==> config.mk <==
export PLATFORM = sky130hd
export DESIGN_NAME = board_bus_core
export DESIGN_NICKNAME = d
export VERILOG_FILES = /design/src/hw/bus_pkg.sv /design/src/hw/bus_arbiter.sv /design/src/hw/read_data_router.sv /design/src/hw/board_regs.sv /design/src/hw/phy_request.sv /design/src/hw/board_bus_core.sv
export VERILOG_INCLUDE_DIRS = /design/src /design/src/include
export SDC_FILE = /design/constraint.sdc
export NUM_CORES = 1
export LEC_CHECK = 0
export ABC_AREA = 1
export BUFFER_PORTS_ARGS = -buffer_cell sky130_fd_sc_hd__clkbuf_2
export CAP_MARGIN = 20
export CORE_UTILIZATION = 45
export DETAILED_ROUTE_END_ITERATION = 10
export PLACE_DENSITY = 0.77
export SLEW_MARGIN = 10
export SYNTH_ARGS = -nofsm -noshare
export SYNTH_HDL_FRONTEND = slang
export SYNTH_SLANG_ARGS = --single-unit
==> constraint.sdc <==
create_clock -name sysclk -period 5.6 [get_ports sysclk]
set_input_delay 0.56 -clock sysclk [delete_from_list [all_inputs] [get_ports sysclk]]
set_output_delay 0.56 -clock sysclk [all_outputs]
set_load 0.02 [all_outputs]
==> src/include/bus_macros.svh <==
`ifndef BUS_MACROS_SVH
`define BUS_MACROS_SVH

// --------------------------------------------------
// address spaces, reg_addr[15:12]
// --------------------------------------------------
`define ADDR_MAIN       4'h0            // board registers
`define ADDR_EXT        4'h6            // served by the external read port only

// main-space register offsets, reg_addr[3:0]
`define REG_STATUS      4'd0            // board id and watchdog status
`define REG_PHYCTRL     4'd1            // write starts a phy link request
`define REG_WDOG        4'd3            // watchdog period
`define REG_VERSION     4'd4            // firmware version
`define REG_SCRATCH     4'd5            // free read/write quadlet

// --------------------------------------------------
// phy link request
// --------------------------------------------------
`define LREQ_REG_RD     3'd1            // phy register read
`define LREQ_REG_WR     3'd5            // phy register write
`define LREQ_FRAME_BITS 16              // start bit + 3 type bits + 12 payload bits

// misc constants
`define FW_VERSION      32'h0000_0008   // returned by REG_VERSION
`define WDOG_PRESCALE   4               // sysclk cycles per watchdog tick

`endif

==> src/hw/bus_pkg.sv <==
package bus_pkg;

    // --------------------------------------------------
    // register bus
    // --------------------------------------------------
    typedef logic [15:0] reg_addr_t;    // [15:12] space, [3:0] main-space register
    typedef logic [31:0] reg_data_t;    // one quadlet
    typedef logic [3:0]  board_id_t;    // rotary switch value

    // --------------------------------------------------
    // phy link request
    // --------------------------------------------------
    typedef logic [2:0]  lreq_type_t;   // request type, sent msb first
    typedef logic [11:0] phy_data_t;    // {phy reg[3:0], data[7:0]}

    // serializer states
    typedef enum logic [1:0]
    {
        IDLE,   // lreq low, waiting for a trigger
        SHIFT,  // frame bits on lreq
        STOP    // single low cycle closing the frame
    } lreq_state_e;

    // --------------------------------------------------
    // watchdog
    // --------------------------------------------------
    typedef logic [15:0] wdog_count_t;  // period and down counter

endpackage

==> src/hw/bus_arbiter.sv <==
module bus_arbiter
(
    input  logic               sysclk,
    input  logic               reset,

    // fw host
    input  logic               fw_req_read,
    input  bus_pkg::reg_addr_t fw_raddr,
    input  logic               fw_req_write,
    input  logic               fw_wen,
    input  bus_pkg::reg_addr_t fw_waddr,
    input  bus_pkg::reg_data_t fw_wdata,
    input  logic               fw_blk_wen,
    input  logic               fw_blk_wstart,

    // eth host
    input  logic               eth_req_read,
    input  bus_pkg::reg_addr_t eth_raddr,
    input  logic               eth_req_write,
    input  logic               eth_wen,
    input  bus_pkg::reg_addr_t eth_waddr,
    input  bus_pkg::reg_data_t eth_wdata,
    input  logic               eth_blk_wen,
    input  logic               eth_blk_wstart,

    // grants back to the hosts
    output logic               fw_grant_read,
    output logic               eth_grant_read,
    output logic               fw_grant_write,
    output logic               eth_grant_write,

    // shared bus
    output bus_pkg::reg_addr_t reg_raddr,
    output logic               reg_wen,
    output bus_pkg::reg_addr_t reg_waddr,
    output bus_pkg::reg_data_t reg_wdata,
    output logic               blk_wen,
    output logic               blk_wstart
);

    // --------------------------------------------------
    // grants, fw wins and also owns an idle bus
    // --------------------------------------------------
    always_ff @(posedge sysclk)
    begin
        if (reset)
        begin
            fw_grant_read   <= 1'b1;                            // fw owns both buses
            eth_grant_read  <= 1'b0;
            fw_grant_write  <= 1'b1;
            eth_grant_write <= 1'b0;
        end
        else
        begin
            fw_grant_read   <= fw_req_read | ~eth_req_read;
            eth_grant_read  <= ~fw_req_read & eth_req_read;
            fw_grant_write  <= fw_req_write | ~eth_req_write;
            eth_grant_write <= ~fw_req_write & eth_req_write;
        end
    end

    // read side, only the address moves
    assign reg_raddr = eth_grant_read ? eth_raddr : fw_raddr;

    // write side follows the write grant
    always_comb
    begin
        if (eth_grant_write)
        begin
            reg_wen    = eth_wen;
            reg_waddr  = eth_waddr;
            reg_wdata  = eth_wdata;
            blk_wen    = eth_blk_wen;
            blk_wstart = eth_blk_wstart;
        end
        else
        begin
            reg_wen    = fw_wen;
            reg_waddr  = fw_waddr;
            reg_wdata  = fw_wdata;
            blk_wen    = fw_blk_wen;
            blk_wstart = fw_blk_wstart;
        end
    end

endmodule

==> src/hw/read_data_router.sv <==
`include "bus_macros.svh"

module read_data_router
(
    input  logic               sysclk,
    input  logic               reset,
    input  bus_pkg::reg_addr_t reg_raddr,
    input  bus_pkg::reg_data_t board_rdata,    // board register file
    input  bus_pkg::reg_data_t ext_rdata,      // external read port
    input  logic               ext_rwait,      // external data lags the address by one edge
    output bus_pkg::reg_data_t reg_rdata,
    output logic               reg_rvalid
);

    import bus_pkg::*;

    reg_addr_t raddr_q;         // address at the previous edge
    logic      raddr_q_vld;     // raddr_q has been loaded since reset
    logic      is_addr_main;
    logic      raddr_held;

    // --------------------------------------------------
    // read data
    // --------------------------------------------------
    // main space needs the register index to fit in [3:0]
    assign is_addr_main = (reg_raddr[15:12] == `ADDR_MAIN) && (reg_raddr[7:4] == 4'd0);

    assign reg_rdata = is_addr_main ? (board_rdata | ext_rdata) : ext_rdata;

    // --------------------------------------------------
    // read valid
    // --------------------------------------------------
    always_ff @(posedge sysclk)
    begin
        raddr_q <= reg_raddr;
        if (reset)
            raddr_q_vld <= 1'b0;
        else
            raddr_q_vld <= 1'b1;
    end

    assign raddr_held = raddr_q_vld && (raddr_q == reg_raddr);   // stable for one edge

    // no wait state -> same cycle, else once the address has settled
    assign reg_rvalid = ~ext_rwait | raddr_held;

endmodule

==> src/hw/board_regs.sv <==
`include "bus_macros.svh"

module board_regs
(
    input  logic                sysclk,
    input  logic                reset,
    input  bus_pkg::board_id_t  board_id,
    input  bus_pkg::reg_addr_t  reg_raddr,
    input  bus_pkg::reg_addr_t  reg_waddr,
    input  bus_pkg::reg_data_t  reg_wdata,
    input  logic                reg_wen,
    input  logic                wdog_clear,
    output bus_pkg::reg_data_t  board_rdata,
    output logic                lreq_trig,
    output bus_pkg::lreq_type_t lreq_type,
    output bus_pkg::phy_data_t  lreq_data,
    output logic                wdog_period_led,
    output logic [2:0]          wdog_period_status,
    output logic                wdog_timeout
);

    import bus_pkg::*;

    reg_data_t   scratch;
    wdog_count_t wdog_period;   // in ticks of WDOG_PRESCALE cycles, 0 -> disabled
    wdog_count_t wdog_count;    // cycles left before timeout
    wdog_count_t wdog_reload;
    logic        wr_main;
    logic        wr_wdog;
    logic        wr_scratch;
    logic        wdog_expire;

    // --------------------------------------------------
    // write decode
    // --------------------------------------------------
    assign wr_main    = reg_wen && (reg_waddr[15:12] == `ADDR_MAIN) && (reg_waddr[7:4] == 4'd0);
    assign wr_wdog    = wr_main && (reg_waddr[3:0] == `REG_WDOG);
    assign wr_scratch = wr_main && (reg_waddr[3:0] == `REG_SCRATCH);

    // phy control write goes straight to the serializer
    assign lreq_trig = wr_main && (reg_waddr[3:0] == `REG_PHYCTRL);
    assign lreq_type = reg_wdata[12] ? `LREQ_REG_WR : `LREQ_REG_RD;
    assign lreq_data = reg_wdata[11:0];   // phy reg number + data byte

    always_ff @(posedge sysclk)
    begin
        if (reset)
        begin
            scratch     <= '0;
            wdog_period <= '0;
        end
        else
        begin
            if (wr_scratch)
                scratch <= reg_wdata;
            if (wr_wdog)
                wdog_period <= reg_wdata[15:0];
        end
    end

    // --------------------------------------------------
    // watchdog
    // --------------------------------------------------
    // a period write counts from the new value
    assign wdog_reload = wdog_count_t'((wr_wdog ? reg_wdata[15:0] : wdog_period) * `WDOG_PRESCALE);

    // last decrement, 1 -> 0
    assign wdog_expire = (wdog_period != '0) && (wdog_count == wdog_count_t'(1)) && !wr_main;

    always_ff @(posedge sysclk)
    begin
        if (reset)
            wdog_count <= '0;
        else if (wr_main)
            wdog_count <= wdog_reload;              // any host activity restarts it
        else if ((wdog_period != '0) && (wdog_count != '0))
            wdog_count <= wdog_count - 1'b1;
    end

    always_ff @(posedge sysclk)
    begin
        if (reset)
            wdog_timeout <= 1'b0;
        else if (wdog_clear || wr_wdog)
            wdog_timeout <= 1'b0;
        else if (wdog_expire)
            wdog_timeout <= 1'b1;                   // sticky until cleared
    end

    assign wdog_period_led    = (wdog_period != '0);
    assign wdog_period_status = wdog_period_led ? ({1'b0, wdog_period[15:14]} + 3'd1) : 3'd0;

    // --------------------------------------------------
    // read mux, main-space check is done by the router
    // --------------------------------------------------
    always_comb
    begin
        case (reg_raddr[3:0])
            `REG_STATUS:  board_rdata = {4'd0, board_id, 20'd0, wdog_period_status, wdog_timeout};
            `REG_WDOG:    board_rdata = {16'd0, wdog_period};
            `REG_VERSION: board_rdata = `FW_VERSION;
            `REG_SCRATCH: board_rdata = scratch;
            default:      board_rdata = '0;
        endcase
    end

endmodule

==> src/hw/phy_request.sv <==
`include "bus_macros.svh"

module phy_request
(
    input  logic                sysclk,
    input  logic                reset,
    input  logic                lreq_trig,
    input  bus_pkg::lreq_type_t lreq_type,
    input  bus_pkg::phy_data_t  lreq_data,
    output logic                lreq        // serial link request to the phy
);

    import bus_pkg::*;

    localparam int CNT_W = $clog2(`LREQ_FRAME_BITS);

    lreq_state_e                 state;
    logic [`LREQ_FRAME_BITS-1:0] frame;     // msb is the bit on lreq
    logic [CNT_W-1:0]            bit_cnt;   // frame bits already sent

    // --------------------------------------------------
    // control
    // --------------------------------------------------
    always_ff @(posedge sysclk)
    begin
        if (reset)
        begin
            state   <= IDLE;
            bit_cnt <= '0;
        end
        else
        begin
            case (state)
                IDLE:
                begin
                    if (lreq_trig)
                    begin
                        state   <= SHIFT;
                        bit_cnt <= '0;
                    end
                end
                SHIFT:
                begin
                    bit_cnt <= bit_cnt + 1'b1;
                    if (bit_cnt == CNT_W'(`LREQ_FRAME_BITS - 1))
                        state <= STOP;              // last frame bit is out
                end
                STOP:    state <= IDLE;             // one low cycle
                default: state <= IDLE;
            endcase
        end
    end

    // --------------------------------------------------
    // shift register
    // --------------------------------------------------
    // a trigger outside IDLE never loads, so it is dropped
    always_ff @(posedge sysclk)
    begin
        if ((state == IDLE) && lreq_trig)
            frame <= {1'b1, lreq_type, lreq_data};                  // start, type, payload
        else if (state == SHIFT)
            frame <= {frame[`LREQ_FRAME_BITS-2:0], 1'b0};
    end

    assign lreq = (state == SHIFT) && frame[`LREQ_FRAME_BITS-1];

endmodule

==> src/hw/board_bus_core.sv <==
module board_bus_core
(
    input  logic                sysclk,
    input  logic                reset,

    // fw host
    input  logic                fw_req_read,
    input  bus_pkg::reg_addr_t  fw_raddr,
    input  logic                fw_req_write,
    input  logic                fw_wen,
    input  bus_pkg::reg_addr_t  fw_waddr,
    input  bus_pkg::reg_data_t  fw_wdata,
    input  logic                fw_blk_wen,
    input  logic                fw_blk_wstart,
    output logic                fw_grant_read,
    output logic                fw_grant_write,

    // eth host
    input  logic                eth_req_read,
    input  bus_pkg::reg_addr_t  eth_raddr,
    input  logic                eth_req_write,
    input  logic                eth_wen,
    input  bus_pkg::reg_addr_t  eth_waddr,
    input  bus_pkg::reg_data_t  eth_wdata,
    input  logic                eth_blk_wen,
    input  logic                eth_blk_wstart,
    output logic                eth_grant_read,
    output logic                eth_grant_write,

    // shared bus, also seen by the external board
    output bus_pkg::reg_addr_t  reg_raddr,
    output bus_pkg::reg_data_t  reg_rdata,
    output logic                reg_rvalid,
    output logic                reg_wen,
    output bus_pkg::reg_addr_t  reg_waddr,
    output bus_pkg::reg_data_t  reg_wdata,
    output logic                blk_wen,
    output logic                blk_wstart,
    input  bus_pkg::reg_data_t  ext_rdata,
    input  logic                ext_rwait,

    // board
    input  bus_pkg::board_id_t  board_id,
    input  logic                wdog_clear,
    output logic                wdog_period_led,
    output logic [2:0]          wdog_period_status,
    output logic                wdog_timeout,
    output logic                lreq
);

    import bus_pkg::*;

    reg_data_t  board_rdata;    // board register read value
    logic       lreq_trig;      // phy control register written
    lreq_type_t lreq_type;
    phy_data_t  lreq_data;

    // --------------------------------------------------
    // arbitration
    // --------------------------------------------------
    bus_arbiter i_bus_arbiter
    (
        .sysclk          (sysclk),
        .reset           (reset),
        .fw_req_read     (fw_req_read),
        .fw_raddr        (fw_raddr),
        .fw_req_write    (fw_req_write),
        .fw_wen          (fw_wen),
        .fw_waddr        (fw_waddr),
        .fw_wdata        (fw_wdata),
        .fw_blk_wen      (fw_blk_wen),
        .fw_blk_wstart   (fw_blk_wstart),
        .eth_req_read    (eth_req_read),
        .eth_raddr       (eth_raddr),
        .eth_req_write   (eth_req_write),
        .eth_wen         (eth_wen),
        .eth_waddr       (eth_waddr),
        .eth_wdata       (eth_wdata),
        .eth_blk_wen     (eth_blk_wen),
        .eth_blk_wstart  (eth_blk_wstart),
        .fw_grant_read   (fw_grant_read),
        .eth_grant_read  (eth_grant_read),
        .fw_grant_write  (fw_grant_write),
        .eth_grant_write (eth_grant_write),
        .reg_raddr       (reg_raddr),
        .reg_wen         (reg_wen),
        .reg_waddr       (reg_waddr),
        .reg_wdata       (reg_wdata),
        .blk_wen         (blk_wen),
        .blk_wstart      (blk_wstart)
    );

    read_data_router i_read_data_router
    (
        .sysclk      (sysclk),
        .reset       (reset),
        .reg_raddr   (reg_raddr),
        .board_rdata (board_rdata),
        .ext_rdata   (ext_rdata),
        .ext_rwait   (ext_rwait),
        .reg_rdata   (reg_rdata),
        .reg_rvalid  (reg_rvalid)
    );

    // --------------------------------------------------
    // board registers and phy request
    // --------------------------------------------------
    board_regs i_board_regs
    (
        .sysclk             (sysclk),
        .reset              (reset),
        .board_id           (board_id),
        .reg_raddr          (reg_raddr),
        .reg_waddr          (reg_waddr),
        .reg_wdata          (reg_wdata),
        .reg_wen            (reg_wen),
        .wdog_clear         (wdog_clear),
        .board_rdata        (board_rdata),
        .lreq_trig          (lreq_trig),
        .lreq_type          (lreq_type),
        .lreq_data          (lreq_data),
        .wdog_period_led    (wdog_period_led),
        .wdog_period_status (wdog_period_status),
        .wdog_timeout       (wdog_timeout)
    );

    phy_request i_phy_request
    (
        .sysclk    (sysclk),
        .reset     (reset),
        .lreq_trig (lreq_trig),
        .lreq_type (lreq_type),
        .lreq_data (lreq_data),
        .lreq      (lreq)
    );

endmodule

# == Word level (Yosys, flattened, before mapping) ==
# Index checks and enable logic that the tools add are counted.
# classes
n_addsub,3
n_eq_ne,12
muxes,21
bitwise_logic,11
n_reduce_logical,29
# ops
cell,n
32-bit one-hot mux with 4 select lines,1
16-bit 2-to-1 mux,4
32-bit 2-to-1 mux,2
32-bit OR,1
16-bit nonzero test,2
15-bit 2-to-1 mux,2
4-bit logical NOT,5
16-bit by 1-bit == test with 1-bit output (second input constant),1
16-bit == test,1
16-bit by 1-bit subtractor with 16-bit output (second input constant),1
14-bit 2-to-1 mux,1
4-bit by 3-bit == test with 1-bit output (second input constant),3
1-bit logical AND,12
4-bit by 2-bit == test with 1-bit output (second input constant),2
4-bit one-hot mux with 2 select lines,1
3-bit 2-to-1 mux,2
2-bit nonzero test,3
1-bit NOT,5
4-bit by 1-bit adder with 4-bit output (second input constant),1
4-bit by 1-bit == test with 1-bit output (second input constant),1
4-bit == test (second input constant),1
1-bit 2-to-1 mux,4
2-bit 2-to-1 mux,2
4-bit 2-to-1 mux,1
11 further kinds,17
# word_totals
ff_bits,108
inputBits,178
output_inout_bits,110
word_cells,91

# == Longest topological paths before layout ==
# depth
word_depth,7
depth_mapped,14
ltp_nobuf,13

# == By module ==
# A second synthesis with hierarchy kept.
# unflattened
cells_unflattened,1114
area_unflattened_um2,6944.2
# modules_own_cells
mod,instances,cells_each,area_per_inst_um2
board_regs,1,590,3776.1
read_data_router,1,190,1079.8
phy_request,1,104,1059.8
bus_arbiter,1,230,1028.5

# == Worst setup path before layout ==
# OpenSTA, ideal clock, no wires.
# synth_path
kind,input -> output
start,in fw_raddr[2]
end,out reg_rdata[11]
arrival_time_ns,1.774
required_time_ns,5.040
setup_slack_ns,3.266
stages,8
n_path_buf,1
cell_sequence,o21ai_0 > inv_1 > nand3_2 > nor2_4 > buf_6 > nand2_1 > o21ai_0 > a21o_1
# synth_between
elab_chain_len,5
word_cells_on_any_way,8
cone_classes,3 x eq/ne; 3 x mux; 1 x bitwise; 1 x reduce/logical
# synth_rtl
item,line_no,rtl
from (decl),board_bus_core.sv:8,"input bus_pkg::reg_addr_t fw_raddr,"
16-bit 2-to-1 mux *,bus_arbiter.sv:63,assign reg_raddr = eth_grant_read ? eth_raddr : fw_raddr;
named net reg_raddr[2],board_bus_core.sv:31,"output bus_pkg::reg_addr_t reg_raddr,"
"4-bit by 3-bit == test with 1-bit output, or another cell as far along",board_regs.sv:98,case (reg_raddr[3:0])
32-bit one-hot mux with 4 select lines *,board_regs.sv:98,
32-bit OR *,read_data_router.sv:28,assign reg_rdata = is_addr_main ? (board_rdata | ext_rdata) : ext_rdata;
32-bit 2-to-1 mux *,read_data_router.sv:28,
to (decl),board_bus_core.sv:32,"output bus_pkg::reg_data_t reg_rdata,"
# The timed path passes the listed nets; every way through them passes the cells marked *.

# == Worst setup path after layout ==
# layout_path
start,reg i_bus_arbiter.eth_grant_read
end,out reg_rdata[1]
# layout_between
elab_chain_len,5
word_cells_on_any_way,11
cone_classes,3 x eq/ne; 3 x mux; 1 x bitwise; 4 x reduce/logical
# layout_rtl
item,line_no,rtl
from (decl),bus_arbiter.sv:28,"output logic eth_grant_read,"
from (signal assigned),bus_arbiter.sv:56,eth_grant_read <= ~fw_req_read & eth_req_read;
16-bit 2-to-1 mux *,bus_arbiter.sv:63,
"4-bit by 3-bit == test with 1-bit output, or another cell as far along",board_regs.sv:98,
32-bit one-hot mux with 4 select lines,board_regs.sv:98,
32-bit OR,read_data_router.sv:28,
32-bit 2-to-1 mux *,read_data_router.sv:28,
# Mark *: on every way between the ends. The rest lies on a longest branch, timed or not.

==> metrics.txt <==
status finished, final reports clean; Synth Area in Adders 0.960%; Pleak 4.53 nW; Main synth FF type dfxtp_1; Crit. End Element output pin; cell at the slowest stage of the critical path dfxtp_1; drt initial violations 461; CTS tree yes; initial antenna violation count 0; RSZ-0062 raised after global routing no; Synth top cells by count nand2_1, nor2_1, dfxtp_1; Post-DRT Antenna Nets 0; Chip Width 122 um; Final Total Pwr 1.88 mW; Post-Syn Area per Cell 6.49 sq um; first-pass GRT wire length 32.3 mm; clock sink count 108; Final Non-Filler Cells 1445; Yosys top cell area share 28.6%; die height 122 um; Initial Utilization 46.6%; site row count 43; Post-Synth XOR/XNOR Area 0.941%; die area 15000 sq um; Synth Net Count 1187; worst slew pin tran 0.883 ns; leading area contributor after synthesis dfxtp_1; Top delay family on crit path simple AND/OR/NAND/NOR gates; max incr delay on CP 0.87 ns; vias in the first global route 6575; drt pass-1 iters 5; Layout Nets 1443; final wirelength 20.5 mm; total CTS buffers 9; grt total ovfl 0; clk buf depth 2; Cell Chain, Critical Path o21ai_0 -> inv_1 -> nand3_2 -> nor2_4 -> nand2_1 -> o211ai_1 -> nand2_1 -> nand2_1 -> clkbuf_2; synthesized area 6520 sq um; Clk Latency, worst-skew pair 0.36 ns; worst vdd ir 160 uV; Fin Setup TNS 0 ns; compound-cell area share of the yosys netlist 11.5%; largest family of logic cells by synthesized area simple AND/OR/NAND/NOR gates; Area Overhead vs Synth 26.5%; Synth Area in Simple Gates 41.4%; main area contributors after synthesis dfxtp_1, nand2_1, edfxtp_1; post-CTS setup buffer count 0; min Tclk post-route 3.70 ns; Setup Viol. Count Final 0; arrival time at the worst endpoint 3.14 ns; Warnings, synthesis 0; crit start category register; Fillers 1401; Placer Congestion 0.910; post-synthesis async set-or-reset flop share 0%; required time of the worst setup path 5.04 ns; post-CTS sizing 0; synthesized instance count 1004; CTS root buffer clkbuf_16; Core Box Area 14000 sq um; worst slack, placed 2.32 ns; largest net degree at the start of global routing 58; clk slew on worst S/H paths 0.08 ns; routed vias/inst 5.04; Power Density 228 nW/um^2; most numerous cell in the Yosys netlist nand2_1; fraction of layout cells with a size suffix above 1 29.5%; WP buf/inv 2; port bufs 287; post-synthesis cell type count 44; max_cap viols 0; WS Path Type reg2out; hold_buf cts 0; Final Worst Setup Slack 1.90 ns; sequential area share after synthesis 35.5%; mux contribution to synthesized area 0%; post-synthesis register bit count 108; worst min path class in2reg; Max Slew Vio Count 0; Final Skew 0.0103 ns; H-tree depth 3; Fin. Hold Viols 0; WL per Instance 14.2 um; Tot GR Track Use 28.0%; Slew headroom 40.8%; DP Cell Count 1429; # IOs 288; final worst-path cycle share 66.0%; highest clock rate 270 MHz; number of diodes 0; Crit path top cell by count nand2_1; DRC viols 0; worst-path fanout max 31; number of enable flip-flop cells after synthesis 15; hpwl dp 16.0 mm; Via Count 7281
## worst register-to-register path, cell delays in order, from the launching register on
cell and delay (ns):
dfxtp_2 0.39, buf_4 0.47, nand2_1 0.16, nand2_2 0.12, nand3_2 0.10, nor2_4 0.38
nand3_2 0.45, nand2_1 0.69
## metal layers
metal	GRT usage, %	vias up	part of all wire, %
met5	0	-	0
met4	7.39	0	1.8
met3	5.48	20	7.6
met2	48.6	304	48
met1	35.2	3253	43
li1	-	3704	-
## flip-flops by register name (all words and copies together), names as in the netlist, 2 cells and up
name,flops
i_board_regs.scratch,32
i_board_regs.wdog_count,16
i_board_regs.wdog_period,16
i_phy_request.frame,16
i_read_data_router.raddr_q,16
i_phy_request.bit_cnt,4
i_phy_request.state,2
## cell usage in the layout (no fill, tap or decap), types with 12 or more instances in the layout
| cell type | n |
|---|---|
| nand2_1 | 387 |
| nor2_1 | 119 |
| nand3_1 | 52 |
| a21oi_1 | 18 |
| o21ai_0 | 49 |
| dfxtp_1 | 92 |
| clkbuf_2 | 287 |
| nand4_1 | 19 |
| edfxtp_1 | 15 |
| a21o_1 | 18 |
| inv_1 | 76 |
| nand2_2 | 21 |
| a31o_2 | 12 |
## per-stage QoR
stage               util [%]  hold slack, ns  area [sq um]
floorplan                  -           0.445          6520
global placement        56.5           0.463          7900
detailed placement      56.5           0.468          7900
CTS                     58.9           0.348          8240
global route            58.9           0.347          8240
finish                  58.9           0.359          8240
## cell families after synthesis
logic type,Yosys count
AO/OA/AOI/OAI,122
XOR/XNOR,7
adder cells (fa/ha/maj),5
buffers and inverters,130
flip-flops,108
AND/OR/NAND/NOR,632
## cell type report
class,instances,area (sq um),area share (%)
Tap cell,180,225,2.73
Inverter,85,327,3.96
Clock buffer,12,246,2.99
Multi-Input combinational cell,766,3580,43.4
Timing Repair Buffer,290,1460,17.7
Clock inverter,4,96.3,1.17
Sequential cell,108,2310,28.1
## report_power, final
| part | switching (mW) | total, mW | leakage (nW) | internal [mW] |
|---|---|---|---|---|
| combinational | 0.220 | 0.342 | 3.47 | 0.122 |
| sequential | 0.00683 | 0.801 | 0.891 | 0.794 |
| clock | 0.285 | 0.735 | 0.167 | 0.450 |
## path summary, 6_finish.rpt
path / start / end / slack [ns] / cells after the start
setup / recovery: i_bus_arbiter.eth_grant_read / reg_rdata[1] / 1.90 / 9
hold / removal: fw_req_write / i_bus_arbiter.eth_grant_write / 0.36 / 2
setup reg to reg: i_bus_arbiter.eth_grant_write / i_phy_request.frame[9] / 2.48 / 7
hold reg to reg: i_phy_request.bit_cnt[3] / i_phy_request.state[1] / 0.48 / 2
Note: power is estimated with default switching activity, not from simulation.
